$ cat config.mk
export PLATFORM = sky130hd
export DESIGN_NAME = pov_fb_top
export DESIGN_NICKNAME = d
export VERILOG_FILES = /design/src/verilog/pov_fb_pkg.sv /design/src/verilog/pov_fb_top.sv /design/src/verilog/driver_serializer.sv /design/src/verilog/slice_framebuffer.sv /design/src/verilog/apb_slice_port.sv
export VERILOG_INCLUDE_DIRS = /design/src /design/src/verilog
export SDC_FILE = /design/constraint.sdc
export NUM_CORES = 1
export LEC_CHECK = 0
export ABC_AREA = 1
export BUFFER_PORTS_ARGS = -buffer_cell sky130_fd_sc_hd__buf_2
export CAP_MARGIN = 20
export CORE_AREA = 2 2 355 357
export DETAILED_ROUTE_END_ITERATION = 8
export DIE_AREA = 0 0 357 359
export PLACE_DENSITY = 0.45
export SLEW_MARGIN = 20
export SYNTH_ARGS = -nofsm -noshare
export SYNTH_HDL_FRONTEND = slang
export SYNTH_SLANG_ARGS = --single-unit
$ cat constraint.sdc
create_clock -name clk -period 2.2 [get_ports clk]
set_input_delay 0.33 -clock clk [delete_from_list [all_inputs] [get_ports clk]]
set_output_delay 0.33 -clock clk [all_outputs]
set_load 0.1 [all_outputs]
$ cat src/verilog/pov_fb_cfg.svh
`ifndef POV_FB_CFG_SVH
`define POV_FB_CFG_SVH

// Panel geometry
// Drivers 2k and 2k+1 face each other and show the same column data
`define FB_DRIVERS 4
`define FB_LEDS 4
`define FB_MUX 2

// Poker mode sends nine planes, only the upper five carry colour bits
`define FB_PLANES 9

// Slice storage, one slice is FB_LEDS * FB_DRIVERS/2 * FB_MUX pixels
`define FB_SLICES 2
`define FB_IMAGE_WORDS 16

// APB byte offsets
`define FB_CTRL_ADDR 12'h000
`define FB_STATUS_ADDR 12'h004
`define FB_RAM_BASE 12'h100

`endif
$ cat src/verilog/pov_fb_pkg.sv
`default_nettype none

package pov_fb_pkg;

    // rgb555 pixel, red in 4:0, green in 9:5, blue in 14:10, bit 15 unused
    typedef logic [15:0] pixel_t;

    // Word index into the slice RAM
    typedef logic [4:0] ram_addr_t;

    // One driver's plane, three bits per LED in the order red, green, blue
    typedef logic [11:0] plane_word_t;

    // Host bus
    typedef logic [11:0] apb_addr_t;
    typedef logic [31:0] apb_data_t;

    typedef enum logic [1:0] {WAIT_SYNC, FILL, STREAM} fb_state_t;
    typedef enum logic [1:0] {IDLE, SHIFT, LATCH} ser_state_t;

endpackage

`default_nettype wire

$ cat src/verilog/pov_fb_top.sv
`timescale 1ns/1ns
`include "pov_fb_cfg.svh"
`default_nettype none

module pov_fb_top (
    input  logic                  clk,
    input  logic                  nrst,
    input  logic                  psel,
    input  logic                  penable,
    input  logic                  pwrite,
    input  pov_fb_pkg::apb_addr_t paddr,
    input  pov_fb_pkg::apb_data_t pwdata,
    output pov_fb_pkg::apb_data_t prdata,
    output logic                  pready,
    output logic                  pslverr,
    input  logic                  position_sync,
    input  logic                  driver_ready,
    output logic [`FB_DRIVERS-1:0] drv_sdata,
    output logic                  drv_sbit_valid,
    output logic                  drv_latch
);

    logic stream_enable;
    logic slice_done;
    pov_fb_pkg::ram_addr_t ram_addr;
    pov_fb_pkg::pixel_t ram_data;
    // Plane handshake between the framebuffer and the serializer
    logic plane_valid;
    logic plane_ready;
    pov_fb_pkg::plane_word_t [`FB_DRIVERS-1:0] plane_data;

    // Host registers and slice RAM
    apb_slice_port port_i (
        .clk(clk),
        .nrst(nrst),
        .psel(psel),
        .penable(penable),
        .pwrite(pwrite),
        .paddr(paddr),
        .pwdata(pwdata),
        .prdata(prdata),
        .pready(pready),
        .pslverr(pslverr),
        .stream_enable(stream_enable),
        .ram_addr(ram_addr),
        .ram_data(ram_data),
        .slice_done(slice_done)
    );

    slice_framebuffer fb_i (
        .clk(clk),
        .nrst(nrst),
        .stream_enable(stream_enable),
        .position_sync(position_sync),
        .ram_addr(ram_addr),
        .ram_data(ram_data),
        .plane_valid(plane_valid),
        .plane_data(plane_data),
        .plane_ready(plane_ready),
        .slice_done(slice_done)
    );

    // LED driver side
    driver_serializer ser_i (
        .clk(clk),
        .nrst(nrst),
        .driver_ready(driver_ready),
        .plane_valid(plane_valid),
        .plane_data(plane_data),
        .plane_ready(plane_ready),
        .drv_sdata(drv_sdata),
        .drv_sbit_valid(drv_sbit_valid),
        .drv_latch(drv_latch)
    );

endmodule

`default_nettype wire

$ cat src/verilog/driver_serializer.sv
`timescale 1ns/1ns
`include "pov_fb_cfg.svh"
`default_nettype none

module driver_serializer (
    input  logic                                       clk,
    input  logic                                       nrst,
    input  logic                                       driver_ready,
    input  logic                                       plane_valid,
    input  pov_fb_pkg::plane_word_t [`FB_DRIVERS-1:0] plane_data,
    output logic                                       plane_ready,
    output logic [`FB_DRIVERS-1:0]                     drv_sdata,
    output logic                                       drv_sbit_valid,
    output logic                                       drv_latch
);

    // Three colour bits per LED
    localparam int WORD_BITS = 3 * `FB_LEDS;

    pov_fb_pkg::ser_state_t state;
    logic [3:0] bit_cnt;
    logic load;
    pov_fb_pkg::plane_word_t shreg [`FB_DRIVERS];

    // Back-pressure from the drivers only blocks the start of a new plane
    assign plane_ready = state == pov_fb_pkg::IDLE && driver_ready;
    assign load = plane_valid && plane_ready;
    assign drv_sbit_valid = state == pov_fb_pkg::SHIFT;
    assign drv_latch = state == pov_fb_pkg::LATCH;

    always_ff @(posedge clk or negedge nrst) begin
        if (!nrst) begin
            state <= pov_fb_pkg::IDLE;
            bit_cnt <= '0;
        end else begin
            case (state)
                pov_fb_pkg::IDLE: begin
                    bit_cnt <= '0;
                    if (load) begin
                        state <= pov_fb_pkg::SHIFT;
                    end
                end
                pov_fb_pkg::SHIFT: begin
                    bit_cnt <= bit_cnt + 4'd1;
                    // Latch right after the last bit of the word
                    if (bit_cnt == 4'(WORD_BITS - 1)) begin
                        state <= pov_fb_pkg::LATCH;
                    end
                end
                default: state <= pov_fb_pkg::IDLE;
            endcase
        end
    end

    // LSB goes out first, all drivers shift in lock step
    always_ff @(posedge clk) begin
        for (int j = 0; j < `FB_DRIVERS; j++) begin
            if (load) begin
                shreg[j] <= plane_data[j];
            end else if (state == pov_fb_pkg::SHIFT) begin
                shreg[j] <= shreg[j] >> 1;
            end
        end
    end

    always_comb begin
        for (int j = 0; j < `FB_DRIVERS; j++) begin
            drv_sdata[j] = shreg[j][0];
        end
    end

endmodule

`default_nettype wire

$ cat src/verilog/slice_framebuffer.sv
`timescale 1ns/1ns
`include "pov_fb_cfg.svh"
`default_nettype none

module slice_framebuffer (
    input  logic                                       clk,
    input  logic                                       nrst,
    input  logic                                       stream_enable,
    input  logic                                       position_sync,
    output pov_fb_pkg::ram_addr_t                      ram_addr,
    input  pov_fb_pkg::pixel_t                         ram_data,
    output logic                                       plane_valid,
    output pov_fb_pkg::plane_word_t [`FB_DRIVERS-1:0] plane_data,
    input  logic                                       plane_ready,
    output logic                                       slice_done
);

    // One column holds a pixel per LED for every distinct driver
    localparam int HALF_DRV = `FB_DRIVERS / 2;
    localparam int COL_WORDS = `FB_LEDS * HALF_DRV;
    localparam int IDX_W = $clog2(COL_WORDS);
    localparam int SLICE_W = $clog2(`FB_SLICES);
    localparam int COL_W = $clog2(`FB_MUX);
    // Five bits per colour channel, the planes below them are sent as zeros
    localparam int CH_BITS = 5;
    localparam int ZERO_PLANES = `FB_PLANES - CH_BITS;

    pov_fb_pkg::fb_state_t state;
    logic [SLICE_W-1:0] slice_q;
    logic [COL_W-1:0] col_q;
    logic [3:0] plane_q;
    logic read_buf;
    logic [1:0] buf_full;
    logic fill_busy;
    logic [IDX_W-1:0] fill_cnt;
    logic [COL_W-1:0] fill_col;
    logic fill_buf;
    logic wr_pending;
    logic [IDX_W-1:0] wr_idx;
    logic wr_buf;
    logic fill_last;
    logic fill_start;
    logic [COL_W-1:0] fill_start_col;
    logic xfer;
    logic col_last;
    logic colour_plane;
    logic [2:0] bit_sel;
    pov_fb_pkg::pixel_t colbuf [2][COL_WORDS];

    assign xfer = plane_valid && plane_ready;
    assign col_last = col_q == COL_W'(`FB_MUX - 1);
    assign fill_last = wr_pending && wr_idx == IDX_W'(COL_WORDS - 1);
    // A column is only offered once its buffer has been completely written
    assign plane_valid = state == pov_fb_pkg::STREAM && buf_full[read_buf];

    // Entry k of a column sits FB_MUX words after entry k-1 in the slice
    assign ram_addr = pov_fb_pkg::ram_addr_t'(int'(slice_q) * `FB_IMAGE_WORDS
                      + int'(fill_col) + int'(fill_cnt) * `FB_MUX);

    // Sync starts column 0, the end of that fill queues column 1, and later
    // columns are queued into the buffer that has just been emptied
    always_comb begin
        fill_start = 1'b0;
        fill_start_col = '0;
        case (state)
            pov_fb_pkg::WAIT_SYNC: fill_start = position_sync;
            pov_fb_pkg::FILL: begin
                fill_start = fill_last && `FB_MUX > 1;
                fill_start_col = COL_W'(1);
            end
            pov_fb_pkg::STREAM: begin
                fill_start = xfer && plane_q == '0 && int'(col_q) + 2 < `FB_MUX;
                fill_start_col = COL_W'(int'(col_q) + 2);
            end
            default: ;
        endcase
    end

    // Fill engine issues one read per cycle, the write lags by the RAM latency
    always_ff @(posedge clk or negedge nrst) begin
        if (!nrst) begin
            fill_busy <= 1'b0;
            fill_cnt <= '0;
            fill_col <= '0;
            fill_buf <= 1'b0;
            wr_pending <= 1'b0;
            wr_idx <= '0;
            wr_buf <= 1'b0;
        end else if (!stream_enable) begin
            fill_busy <= 1'b0;
            wr_pending <= 1'b0;
        end else begin
            wr_pending <= fill_busy;
            wr_idx <= fill_cnt;
            wr_buf <= fill_buf;
            if (fill_start) begin
                fill_busy <= 1'b1;
                fill_cnt <= '0;
                fill_col <= fill_start_col;
                // In FILL the first buffer is still unread, so the other one takes it
                fill_buf <= state == pov_fb_pkg::FILL ? ~read_buf : read_buf;
            end else if (fill_busy) begin
                fill_cnt <= fill_cnt + 1'b1;
                if (fill_cnt == IDX_W'(COL_WORDS - 1)) begin
                    fill_busy <= 1'b0;
                end
            end
        end
    end

    always_ff @(posedge clk) begin
        if (wr_pending) begin
            colbuf[wr_buf][wr_idx] <= ram_data;
        end
    end

    // Slice sequencing, planes go from the top one down to 0 for each column
    always_ff @(posedge clk or negedge nrst) begin
        if (!nrst) begin
            state <= pov_fb_pkg::WAIT_SYNC;
            slice_q <= '0;
            col_q <= '0;
            plane_q <= 4'(`FB_PLANES - 1);
            read_buf <= 1'b0;
            buf_full <= '0;
            slice_done <= 1'b0;
        end else if (!stream_enable) begin
            state <= pov_fb_pkg::WAIT_SYNC;
            slice_q <= '0;
            col_q <= '0;
            plane_q <= 4'(`FB_PLANES - 1);
            read_buf <= 1'b0;
            buf_full <= '0;
            slice_done <= 1'b0;
        end else begin
            slice_done <= 1'b0;
            if (fill_last) begin
                buf_full[wr_buf] <= 1'b1;
            end
            case (state)
                pov_fb_pkg::WAIT_SYNC: begin
                    if (position_sync) begin
                        state <= pov_fb_pkg::FILL;
                        col_q <= '0;
                        plane_q <= 4'(`FB_PLANES - 1);
                        read_buf <= 1'b0;
                    end
                end
                pov_fb_pkg::FILL: begin
                    if (fill_last) begin
                        state <= pov_fb_pkg::STREAM;
                    end
                end
                pov_fb_pkg::STREAM: begin
                    if (xfer && plane_q != '0) begin
                        plane_q <= plane_q - 4'd1;
                    end else if (xfer) begin
                        // Column finished, hand its buffer back to the fill engine
                        plane_q <= 4'(`FB_PLANES - 1);
                        buf_full[read_buf] <= 1'b0;
                        read_buf <= ~read_buf;
                        col_q <= col_last ? '0 : col_q + 1'b1;
                        if (col_last) begin
                            state <= pov_fb_pkg::WAIT_SYNC;
                            slice_done <= 1'b1;
                            slice_q <= slice_q == SLICE_W'(`FB_SLICES - 1) ? '0 : slice_q + 1'b1;
                        end
                    end
                end
                default: state <= pov_fb_pkg::WAIT_SYNC;
            endcase
        end
    end

    // Plane p above the zero planes carries bit p-4 of every colour channel
    assign colour_plane = int'(plane_q) >= ZERO_PLANES;
    assign bit_sel = 3'(int'(plane_q) - ZERO_PLANES);

    // Facing drivers j and j+1 read the same buffer entries
    always_comb begin
        pov_fb_pkg::pixel_t pix;
        for (int j = 0; j < `FB_DRIVERS; j++) begin
            plane_data[j] = '0;
            for (int l = 0; l < `FB_LEDS; l++) begin
                pix = colbuf[read_buf][l * HALF_DRV + j / 2];
                if (colour_plane) begin
                    plane_data[j][3 * l] = pix[bit_sel];
                    plane_data[j][3 * l + 1] = pix[CH_BITS + int'(bit_sel)];
                    plane_data[j][3 * l + 2] = pix[2 * CH_BITS + int'(bit_sel)];
                end
            end
        end
    end

endmodule

`default_nettype wire

$ cat src/verilog/apb_slice_port.sv
`timescale 1ns/1ns
`include "pov_fb_cfg.svh"
`default_nettype none

module apb_slice_port (
    input  logic                  clk,
    input  logic                  nrst,
    input  logic                  psel,
    input  logic                  penable,
    input  logic                  pwrite,
    input  pov_fb_pkg::apb_addr_t paddr,
    input  pov_fb_pkg::apb_data_t pwdata,
    output pov_fb_pkg::apb_data_t prdata,
    output logic                  pready,
    output logic                  pslverr,
    output logic                  stream_enable,
    input  pov_fb_pkg::ram_addr_t ram_addr,
    output pov_fb_pkg::pixel_t    ram_data,
    input  logic                  slice_done
);

    localparam int RAM_WORDS = `FB_SLICES * `FB_IMAGE_WORDS;
    // Offset bits that select a word inside the RAM window
    localparam pov_fb_pkg::apb_addr_t RAM_MASK = pov_fb_pkg::apb_addr_t'((RAM_WORDS - 1) << 2);

    pov_fb_pkg::pixel_t ram [RAM_WORDS];
    pov_fb_pkg::ram_addr_t wr_index;
    logic [7:0] slices_done;
    logic access;
    logic ctrl_hit;
    logic status_hit;
    logic ram_hit;

    // Bus has no wait states, so every access phase completes at once
    assign pready = 1'b1;
    assign access = psel && penable;

    assign ctrl_hit = paddr == `FB_CTRL_ADDR;
    assign status_hit = paddr == `FB_STATUS_ADDR;
    // Only word-aligned offsets inside the pixel window hit the RAM
    assign ram_hit = (paddr & ~RAM_MASK) == `FB_RAM_BASE;
    assign wr_index = pov_fb_pkg::ram_addr_t'(paddr >> 2);

    // Unmapped offsets answer with an error in the access phase
    assign pslverr = access && !(ctrl_hit || status_hit || ram_hit);

    // Read data is combinational and valid during the access phase
    // The pixel window is write-only and reads back as zero
    always_comb begin
        prdata = '0;
        if (access && ctrl_hit) begin
            prdata[0] = stream_enable;
        end else if (access && status_hit) begin
            prdata[7:0] = slices_done;
        end
    end

    // Control register and the wrapping slice counter
    always_ff @(posedge clk or negedge nrst) begin
        if (!nrst) begin
            stream_enable <= 1'b0;
            slices_done <= '0;
        end else begin
            if (access && pwrite && ctrl_hit) begin
                stream_enable <= pwdata[0];
            end
            if (slice_done) begin
                slices_done <= slices_done + 8'd1;
            end
        end
    end

    // Pixel memory with one host write port and one registered read port
    always_ff @(posedge clk) begin
        if (access && pwrite && ram_hit) begin
            ram[wr_index] <= pov_fb_pkg::pixel_t'(pwdata[15:0]);
        end
        ram_data <= ram[ram_addr];
    end

endmodule

`default_nettype wire

## After elaboration in Yosys (flattened, before gate mapping)

Memories as Yosys holds them, arrays and structs flattened. A register that Yosys moved wholly into a read port is not among the register bits.
Cells that the tools add are included.

- Add/sub/neg operators: 12
- Magnitude comparators: 11
- Equal/unequal tests: 22
- Mux-type cells: 149
- Bitwise logic cells: 9
- Reduce and logical (&&, ||, !) cells: 34

Operators with widths:

| operator | count |
|---|---|
| two-way mux 128 bit | 1 |
| two-way mux 1 bit | 78 |
| binary-select mux 1 bit (select 4 bit) | 16 |
| less-than comparator 32 x 6 -> 1 bit, second input constant | 2 |
| demux 16 bit (select 3 bit) | 1 |
| two-way mux 12 bit | 4 |
| less-than comparator 32 x 3 -> 1 bit, second input constant | 1 |
| two-way mux 3 bit | 10 |
| two-way mux 2 bit | 14 |
| binary-select mux 1 bit (select 3 bit) | 8 |
| logical AND 1 bit | 17 |
| two-way mux 16 bit | 1 |
| two-way mux 4 bit | 4 |
| one-hot mux 4 bit (2 select lines) | 2 |
| equality test 12 x 3 -> 1 bit, second input constant | 1 |
| zero test 12 bit | 1 |
| != test 3 x 2 -> 1 bit, second input constant | 3 |
| adder 8 x 1 -> 8 bit, second input constant | 1 |
| two-way mux 8 bit | 1 |
| != test 2 x 1 -> 1 bit, second input constant | 4 |
| AND reduction 4 bit | 2 |
| equality test 7 x 4 -> 1 bit, second input constant | 1 |
| two-way mux 7 bit | 1 |
| equality test 3 bit, second input constant | 2 |
| 43 further kinds | 61 |

- Flip-flop bits (word level): 38
- Bits in writable memories: 816
- Output and inout port bits: 40
- Word-level logic and storage cells: 258
- Memories kept: 3

Memory list:

| name | words | width | read ports | clocked after memory_dff | wr ports | line | RTL |
|---|---|---|---|---|---|---|---|
| port_i.ram | 32 | 16 | 1 | 1 | 1 | apb_slice_port.sv:26 | `pov_fb_pkg::pixel_t ram [RAM_WORDS];` |
| fb_i.colbuf | 2 | 128 | 1 | 0 | 1 | slice_framebuffer.sv:48 | `pov_fb_pkg::pixel_t colbuf [2][COL_WORDS];` |
| ser_i.shreg | 4 | 12 | 4 | 0 | 4 | driver_serializer.sv:23 | `` pov_fb_pkg::plane_word_t shreg [`FB_DRIVERS]; `` |

## Longest topological paths before layout

Gate-level depths: netlist (run 1).

- Word-level depth: 12
- Mapped depth: 14

## By module

Synthesis (run 1) repeated with hierarchy kept, for this count alone.

- Cell total of the unflattened synthesis: 3530
- Area total of the unflattened synthesis: 37941.4 µm²

Modules (own cells, without submodules):

| module | instances | cells each | area each (µm²) | sequential area each (µm²) |
|---|---|---|---|---|
| apb_slice_port | 1 | 1896 | 22016.1 | 15920.3 |
| slice_framebuffer | 1 | 1394 | 13536.7 | 8264.2 |
| driver_serializer | 1 | 240 | 2388.5 | 1581.5 |

## Worst setup path before layout (run 1)

OpenSTA, ideal clock, no wires.

- Path type: input-to-output
- From: in paddr[6]
- To: out prdata[0]
- Arrival time: 3236 ps
- Data required time: 1870 ps
- Setup slack: -1366 ps
- Stages: 5
- Buffers on the path: 0
- Cells stage by stage: inv_1 -> nand3_1 -> nor2_1 -> nand4_1 -> o32ai_1

- Cells in the longest elaborated chain, start to end: 4
- Elaborated cells on any way between the ends: 6
- Those cells by class: eq/ne: 1; mux: 2; reduce/logical: 3

RTL lines:

| what | line | RTL |
|---|---|---|
| from (decl) | pov_fb_top.sv:11 | `input pov_fb_pkg::apb_addr_t paddr,` |
| equality test 12 x 3 -> 1 bit (no source line) | -- |  |
| logical AND 1 bit | apb_slice_port.sv:53 | `end else if (access && status_hit) begin` |
| two-way mux 8 bit | apb_slice_port.sv:53 |  |
| two-way mux 1 bit (*) | apb_slice_port.sv:51 | `if (access && ctrl_hit) begin` |
| to (decl) | pov_fb_top.sv:13 | `output pov_fb_pkg::apb_data_t prdata,` |

Every way passes the cells marked *; elsewhere a longest branch is shown, timed or not.

## Final worst setup path (run 1)

Same ends and word-level chain as after synthesis.

==> results.cfg, run 1 <==
[power_and_ir_drop]
total_leakage_power_uw = 0.0155
power.ir.vdd_worst_uv = 927
power_frac_clock = 0.294
internal-power_uw = 35200
power-per-cell-area_mw_per_mm2 = 1220
share_seq_of_total_power = 0.402
totalPowerFinal_uw = 53900
power.share.combinational = 0.304
power_switching_uw = 18800
sw_frac_of_total = 0.348

[drt]
viasPerCell = 4.87
drt_first_pass_iters = 5
ant_nets = 0
post_drt_wl_per_cell_um = 21.0
via_count = 24300
residual_drc_count = 0
drt_first_iter_violations = 1697
route.final.wire_length_um = 105000

[placement]
buffer_ports.inserted = 49
dp_cells = 4827
setup_slack_placement_ps = -118
gpl_congestion = 0.783
post-dp-hpwl_um = 62600

[cts]
root_buffer = clkbuf_16
numCtsBuffers = 94
clock_sink_count = 858
cts_tree = built
cts_max_level = 3
clk_latency_ps = 710
clock_path_buffers = 3
cts_clock_pin_slew_for_the_worst_setup_and_hold_paths_ps = 60

[grt]
grt_max_degree = 101
global_route.usage.total = 0.163
grt_pass1_wl_um = 156000
grt_overflow = 0
antenna_found_initial = 1
via_count_of_the_first_global_routing_pass = 24000

[cells_and_area]
fin_nets = 3343
area.sequential_mm2 = 0.0254
drive_above_1_share = 0.143
syn_to_final_growth_pct = 19.2
multiInputGateArea_mm2 = 0.0103
fillerInstances = 12400
layout.core_utilization = 0.354
stdcell_count = 5002
antenna_cells = 0

[floorplanning]
floorplan.initialDensity = 0.297
std_cell_core_area_mm2 = 0.125
die-width_um = 357
dieArea_mm2 = 0.128
ioPinCount = 91
die_h_um = 359
row_count = 130

[setup_path]
ff2ff_path_depth = 9
cp_cell_sequence = buf_2 -> inv_6 -> nand3_4 -> nand3b_1 -> nor2_4 -> nand3_4 -> buf_4 -> o32ai_4 -> buf_12
worstSetupEndpointType = primary output
r2r_slack_ps = 110
timing_worst_setup_path_type = in2out
critPathMaxStageDelay_ps = 230
crit_slowest_cell = nand3b_1
worstPathArrival_ps = 1770
worst_path_dominant_cell_family = simple AND/OR/NAND/NOR gates
worst_r2r_startpoint = fb_i.plane_q[0]
critPathMaxFanout = 5
timing.critical_path.from_type = input port
crit_top_cell = nand3_4
worstPathBufferInverterCount = 4
worstReg2RegEnd = ser_i.shreg[2][4]
crit_required_ps = 1870

[sta]
slew-limit-headroom = 0.416
clock_period_minus_final_worst_setup_slack_ps = 2100
final_max_slew_viol_count = 0
timing_hold_violations_final = 0
period_share = 0.955
final_critical_path_setup_slack_ps = 99.8
grt_setup_unrepaired = false
fin_hold_ws_ps = 143
timing.clock.skew_ps = 39.4
worstMarginPinSlew_ps = 874
maxClockFrequency_mhz = 476
setup_violations = 0

[min_path]
hold_path_startpoint = position_sync
min_to = fb_i.fill_cnt[1]
worst_hold_path.num_cells = 4
hp-class = in2reg

[synth]
synth.avg_cell_area_um2 = 11.8
synth-async-reset-ratio = 0.0443
synth_edf_count = 803
yosysWarnings = 0
synth.ff_latch_count = 858
synth.yosys.seq_area_share = 0.687
yosysUniqueCellTypes = 51
synthCells = 3140
synth_ff_type = edfxtp_1
synth_area_mm2 = 0.0370

[run]
max-cap-violations = 0

[outcome]
outcome = completed
## cell usage after synthesis, types with 3 or more instances
| master | instances | share of area |
|---|---|---|
| ha_1 | 14 | 0.0047 |
| buf_1 | 9 | 0.00091 |
| buf_6 | 16 | 0.0049 |
| nor2_1 | 279 | 0.028 |
| inv_1 | 83 | 0.0084 |
| dfrtp_1 | 37 | 0.025 |
| and2_0 | 7 | 0.0012 |
| nor2_2 | 3 | 0.00051 |
| edfxtp_1 | 803 | 0.65 |
| o211ai_1 | 80 | 0.016 |
| nand2_1 | 585 | 0.059 |
| o21ai_0 | 130 | 0.018 |
| o21ai_1 | 40 | 0.0054 |
| a21oi_1 | 16 | 0.0022 |
| clkbuf_2 | 4 | 0.00054 |
| dfxtp_1 | 17 | 0.0092 |
| buf_4 | 53 | 0.011 |
| or2_2 | 3 | 0.00051 |
| and2_1 | 8 | 0.0014 |
| o21bai_1 | 128 | 0.026 |
| nor3_1 | 19 | 0.0026 |
| clkbuf_1 | 70 | 0.0071 |
| xor2_1 | 5 | 0.0012 |
| inv_2 | 6 | 0.00061 |
| nand3_1 | 483 | 0.065 |
| nand4_1 | 4 | 0.00068 |
| xnor2_1 | 3 | 0.00071 |
| o21a_1 | 48 | 0.0097 |
| buf_2 | 79 | 0.011 |
| o221ai_1 | 80 | 0.019 |
## sequential cells by signal, summed over array words and instances, names as in the netlist, 3 cells and up
name / count
ser_i.bit_cnt: 4
fb_i.colbuf: 256
fb_i.plane_q: 4
port_i.slices_done: 8
fb_i.fill_cnt: 3
port_i.ram_data: 16
fb_i.wr_idx: 3
ser_i.shreg: 36
port_i.ram: 512
## worst max-delay path by stage
stage                         start           endpoint  slack (ps)  cells after the start
floorplan                  paddr[9]  port_i.ram[19][0]        -290                      5
global placement           paddr[1]  port_i.ram[31][3]         -70                     11
detailed placement         paddr[9]  port_i.ram[31][3]        -120                      9
CTS                        paddr[6]          prdata[0]          70                      9
global route        fb_i.plane_q[0]  ser_i.shreg[2][7]          20                      8
finish                     paddr[6]          prdata[0]         100                      9
## per-layer routing
layer | global-route usage | wire (um) | up-vias
met2 | 0.272 | 50800 | 463
met5 | 0 | 0 | -
met4 | 0.0460 | 2940 | 0
met1 | 0.219 | 47300 | 12100
li1 | - | - | 11600
met3 | 0.0260 | 3960 | 146
## worst register-to-register path: cells and delay by family (launching register included)
| kind | cells | cell delay [ps] |
|---|---|---|
| xor+xnor | 1 | 300 |
| fa+ha+maj | 1 | 240 |
| buf+inv | 2 | 280 |
| flops | 1 | 520 |
| simple gates | 5 | 510 |
## cells by family (layout without fill, tap and decap cells)
group | Yosys count | in the layout | share of synthesized area
AOI/OAI and AO/OA | 530 | 530 | 0.0978
xor gates and xnor gates | 9 | 9 | 0.00264
adders and majority gates | 14 | 14 | 0.00474
buffers and inverters | 326 | 515 | 0.0454
DFF | 858 | 858 | 0.687
other | 2 | 25 | 0.000203
and+or+nand+nor | 1401 | 1401 | 0.162
## layout by cell type (no fill, tap or decap), drive strengths merged
cell,netlist,routed
nor2,282,282
clkbuf,74,131
or2,3,3
xnor2,4,4
nand4,4,4
dfxtp,17,17
xor2,5,5
inv,90,94
o221ai,80,80
dfstp,1,1
o32ai,1,1
nand2,589,589
o211ai,80,80
o21ai,172,172
dlygate4sd3,0,2
a22oi,1,1
o21a,48,48
edfxtp,803,803
nor3,21,21
conb,2,25
nand3b,1,1
dfrtp,37,37
buf,159,249
o21bai,128,128
nor4,1,1
bufinv,0,5
and2,16,16
clkinv,3,34
ha,14,14
nand3,484,484
a31oi,2,2
a21oi,17,17
o311ai,1,1
## final cells by class
type                    instances  area share
well taps                    1650      0.0468
multi-input cells            1979       0.233
inverters                      93     0.00866
clock inverters                40     0.00962
repair buffers                252      0.0642
clock buffers                 130      0.0613
flip-flops and latches        858       0.577
## metrics by stage
| step | TNS [ps] | cell area [um^2] |
|---|---|---|
| finish | 0 | 44100 |
| global route | 0 | 44100 |
| CTS | 0 | 44000 |
| detailed placement | -11810 | 40900 |
| global placement | -5350 | 40900 |
| floorplan | -9450 | 37300 |
## repair_timing
action                                  4_1_cts  5_1_grt
pin swaps                                     0        1
resized for setup                             3        4
cloned                                        0        1
hold buffers                                  2        0
buffers inserted                              1        1
endpoints found under the hold margin        30        0
endpoints found under the setup margin        2        3
## power by group through the flow
stage	registers [uW]	logic [uW]	clock network, uW
after global routing	21900	18100	16900
after CTS	21700	16600	16300
final	21700	16400	15900
after floorplan	21500	10200	0
after global placement	22000	16500	0
after detailed placement	22100	16500	0
No activity file was read; power rests on OpenSTA's default activity.
==> inputs of run 2 (changes only) <==
--- a/config.mk
+++ b/config.mk
@@ -9,10 +9,12 @@
 export ABC_AREA = 1
 export BUFFER_PORTS_ARGS = -buffer_cell sky130_fd_sc_hd__buf_2
 export CAP_MARGIN = 20
+export CELL_PAD_IN_SITES_DETAIL_PLACEMENT = 1
+export CELL_PAD_IN_SITES_GLOBAL_PLACEMENT = 1
 export CORE_AREA = 2 2 355 357
 export DETAILED_ROUTE_END_ITERATION = 8
 export DIE_AREA = 0 0 357 359
-export PLACE_DENSITY = 0.45
+export PLACE_DENSITY = 0.53
 export SLEW_MARGIN = 20
 export SYNTH_ARGS = -nofsm -noshare
 export SYNTH_HDL_FRONTEND = slang
==> results.cfg, run 2 (synthesis gave the netlist of run 1 again) <==
[outcome]
outcome = completed

[cts]
clock_path_buffers = 3
cts_max_level = 3
cts_clock_pin_slew_for_the_worst_setup_and_hold_paths_ps = 60
root_buffer = clkbuf_16
clk_latency_ps = 710
clock_sink_count = 858
cts_tree = built
numCtsBuffers = 97

[cells_and_area]
fin_nets = 3357
mostFrequentLayoutCells = edfxtp_1, nand2_1, nand3_1
drive_above_1_share = 0.139
regMostFlops = port_i.ram
most_frequent_standard_cell_in_the_layout_excluding_fill_and_tap_cells = edfxtp_1
biggestRegsByFlops = port_i.ram: 512 flops, fb_i.colbuf: 256 flops, ser_i.shreg: 36 flops
syn_to_final_growth_pct = 19.4
largest_reg_flops = 512
stdcell_count = 5021
fillerInstances = 13500

[drt]
via_count = 24700
residual_drc_count = 0
route.final.wire_length_um = 111000
post_drt_wl_per_cell_um = 22.1
drt_first_pass_iters = 5
ant_nets = 0
drt_first_iter_violations = 1434
viasPerCell = 4.92

[setup_path]
r2r_slack_ps = 110
critical_path.startpoint = paddr[9]
critPathMaxFanout = 5
cp-endpoint = prdata[0]
worstReg2RegEnd = ser_i.shreg[2][10]
worst_r2r_startpoint = fb_i.plane_q[0]
worstPathArrival_ps = 1770
worstSetupEndpointType = primary output
ff2ff_path_depth = 10
crit_required_ps = 1870
timing.critical_path.from_type = input port
timing_worst_setup_path_type = in2out

[floorplanning]
die_h_um = 359
ioPinCount = 91
dieArea_mm2 = 0.128
std_cell_core_area_mm2 = 0.125
die-width_um = 357
row_count = 130
floorplan.initialDensity = 0.297

[grt]
antenna_found_initial = 0
grt_max_degree = 75
grt_overflow = 0
grt_pass1_wl_um = 167000
via_count_of_the_first_global_routing_pass = 25800
global_route.usage.total = 0.173

[sta]
final_critical_path_setup_slack_ps = 96.0
maxClockFrequency_mhz = 475
period_share = 0.956
timing_hold_violations_final = 0
setup_violations = 0
slew-limit-headroom = 0.414
worstMarginPinSlew_ps = 878
timing.clock.skew_ps = 44.8
grt_setup_unrepaired = true
final_max_slew_viol_count = 0
clock_period_minus_final_worst_setup_slack_ps = 2100

[power_and_ir_drop]
power-per-cell-area_mw_per_mm2 = 1230
power.ir.vdd_worst_uv = 886
totalPowerFinal_uw = 54400
total_leakage_power_uw = 0.0155

[placement]
setup_slack_placement_ps = 16.6
gpl_congestion = 0.765
post-dp-hpwl_um = 68100
buffer_ports.inserted = 49
dp_cells = 4839

[run]
max-cap-violations = 0

[min_path]
hp-class = in2reg
==> run 2: worst min-delay path by stage <==
stage,to,cells after the start,from
detailed placement,ser_i.bit_cnt[2],1,nrst
floorplan,fb_i.buf_full[0],0,nrst
CTS,port_i.stream_enable,5,pwrite
global placement,ser_i.bit_cnt[0],1,nrst
global route,port_i.stream_enable,5,pwrite
finish,port_i.stream_enable,5,pwrite
==> run 2: per-layer routing <==
| layer | part of all wire | vias to the layer above | track usage |
|---|---|---|---|
| met1 | 0.45 | 12600 | 0.229 |
| met2 | 0.49 | 361 | 0.296 |
| li1 | - | 11600 | - |
| met4 | 0.023 | 0 | 0.0452 |
| met5 | 0 | - | 0 |
| met3 | 0.031 | 145 | 0.0254 |
==> run 2: repair_timing <==
item                                    in CTS  in global routing
buffers inserted                             1                  1
endpoints found under the hold margin       25                  0
gates resized for setup                      2                  5
hold buffers                                 2                  0
endpoints found under the setup margin       2                 11
==> run 2: layout make-up <==
cell class,instances,area (um^2),share of cell area
well taps,1650,2060,0.0467
clock buffers,131,2640,0.0597
flip-flops and latches,858,25400,0.575
multi-input cells,1979,10200,0.231
inverters,93,382,0.00864
clock inverters,45,434,0.00983
diodes,2,5.00,0.000113
repair buffers,263,3010,0.0681
==> run 2: per-stage QoR <==
stage               area (um^2)  hold slack (ps)  TNS [ps]  utilization
global route              44200             44.6     -7.49        0.355
CTS                       44100             15.0         0        0.354
finish                    44200             73.7         0        0.355
detailed placement        41000              405         0        0.329
global placement          41000              400         0        0.329
floorplan                 37300             34.4     -9450            -
==> run 2: report_power, final <==
part | total, uW | internal [uW] | switching [uW] | leakage, uW
Combinational | 17300 | 5760 | 11500 | 0.00613
Clock | 15700 | 8900 | 6750 | 0.00149
Sequential | 21400 | 20500 | 939 | 0.00790
Total | 54400 | 35100 | 19200 | 0.0155
==> run 2: worst max-delay path: stages <==
cell	delay (ps)
buf_2	110
nor3_4	220
buf_4	150
nand3b_1	110
nor2_4	160
nand3_4	170
buf_12	190
o32ai_4	120
buf_12	210
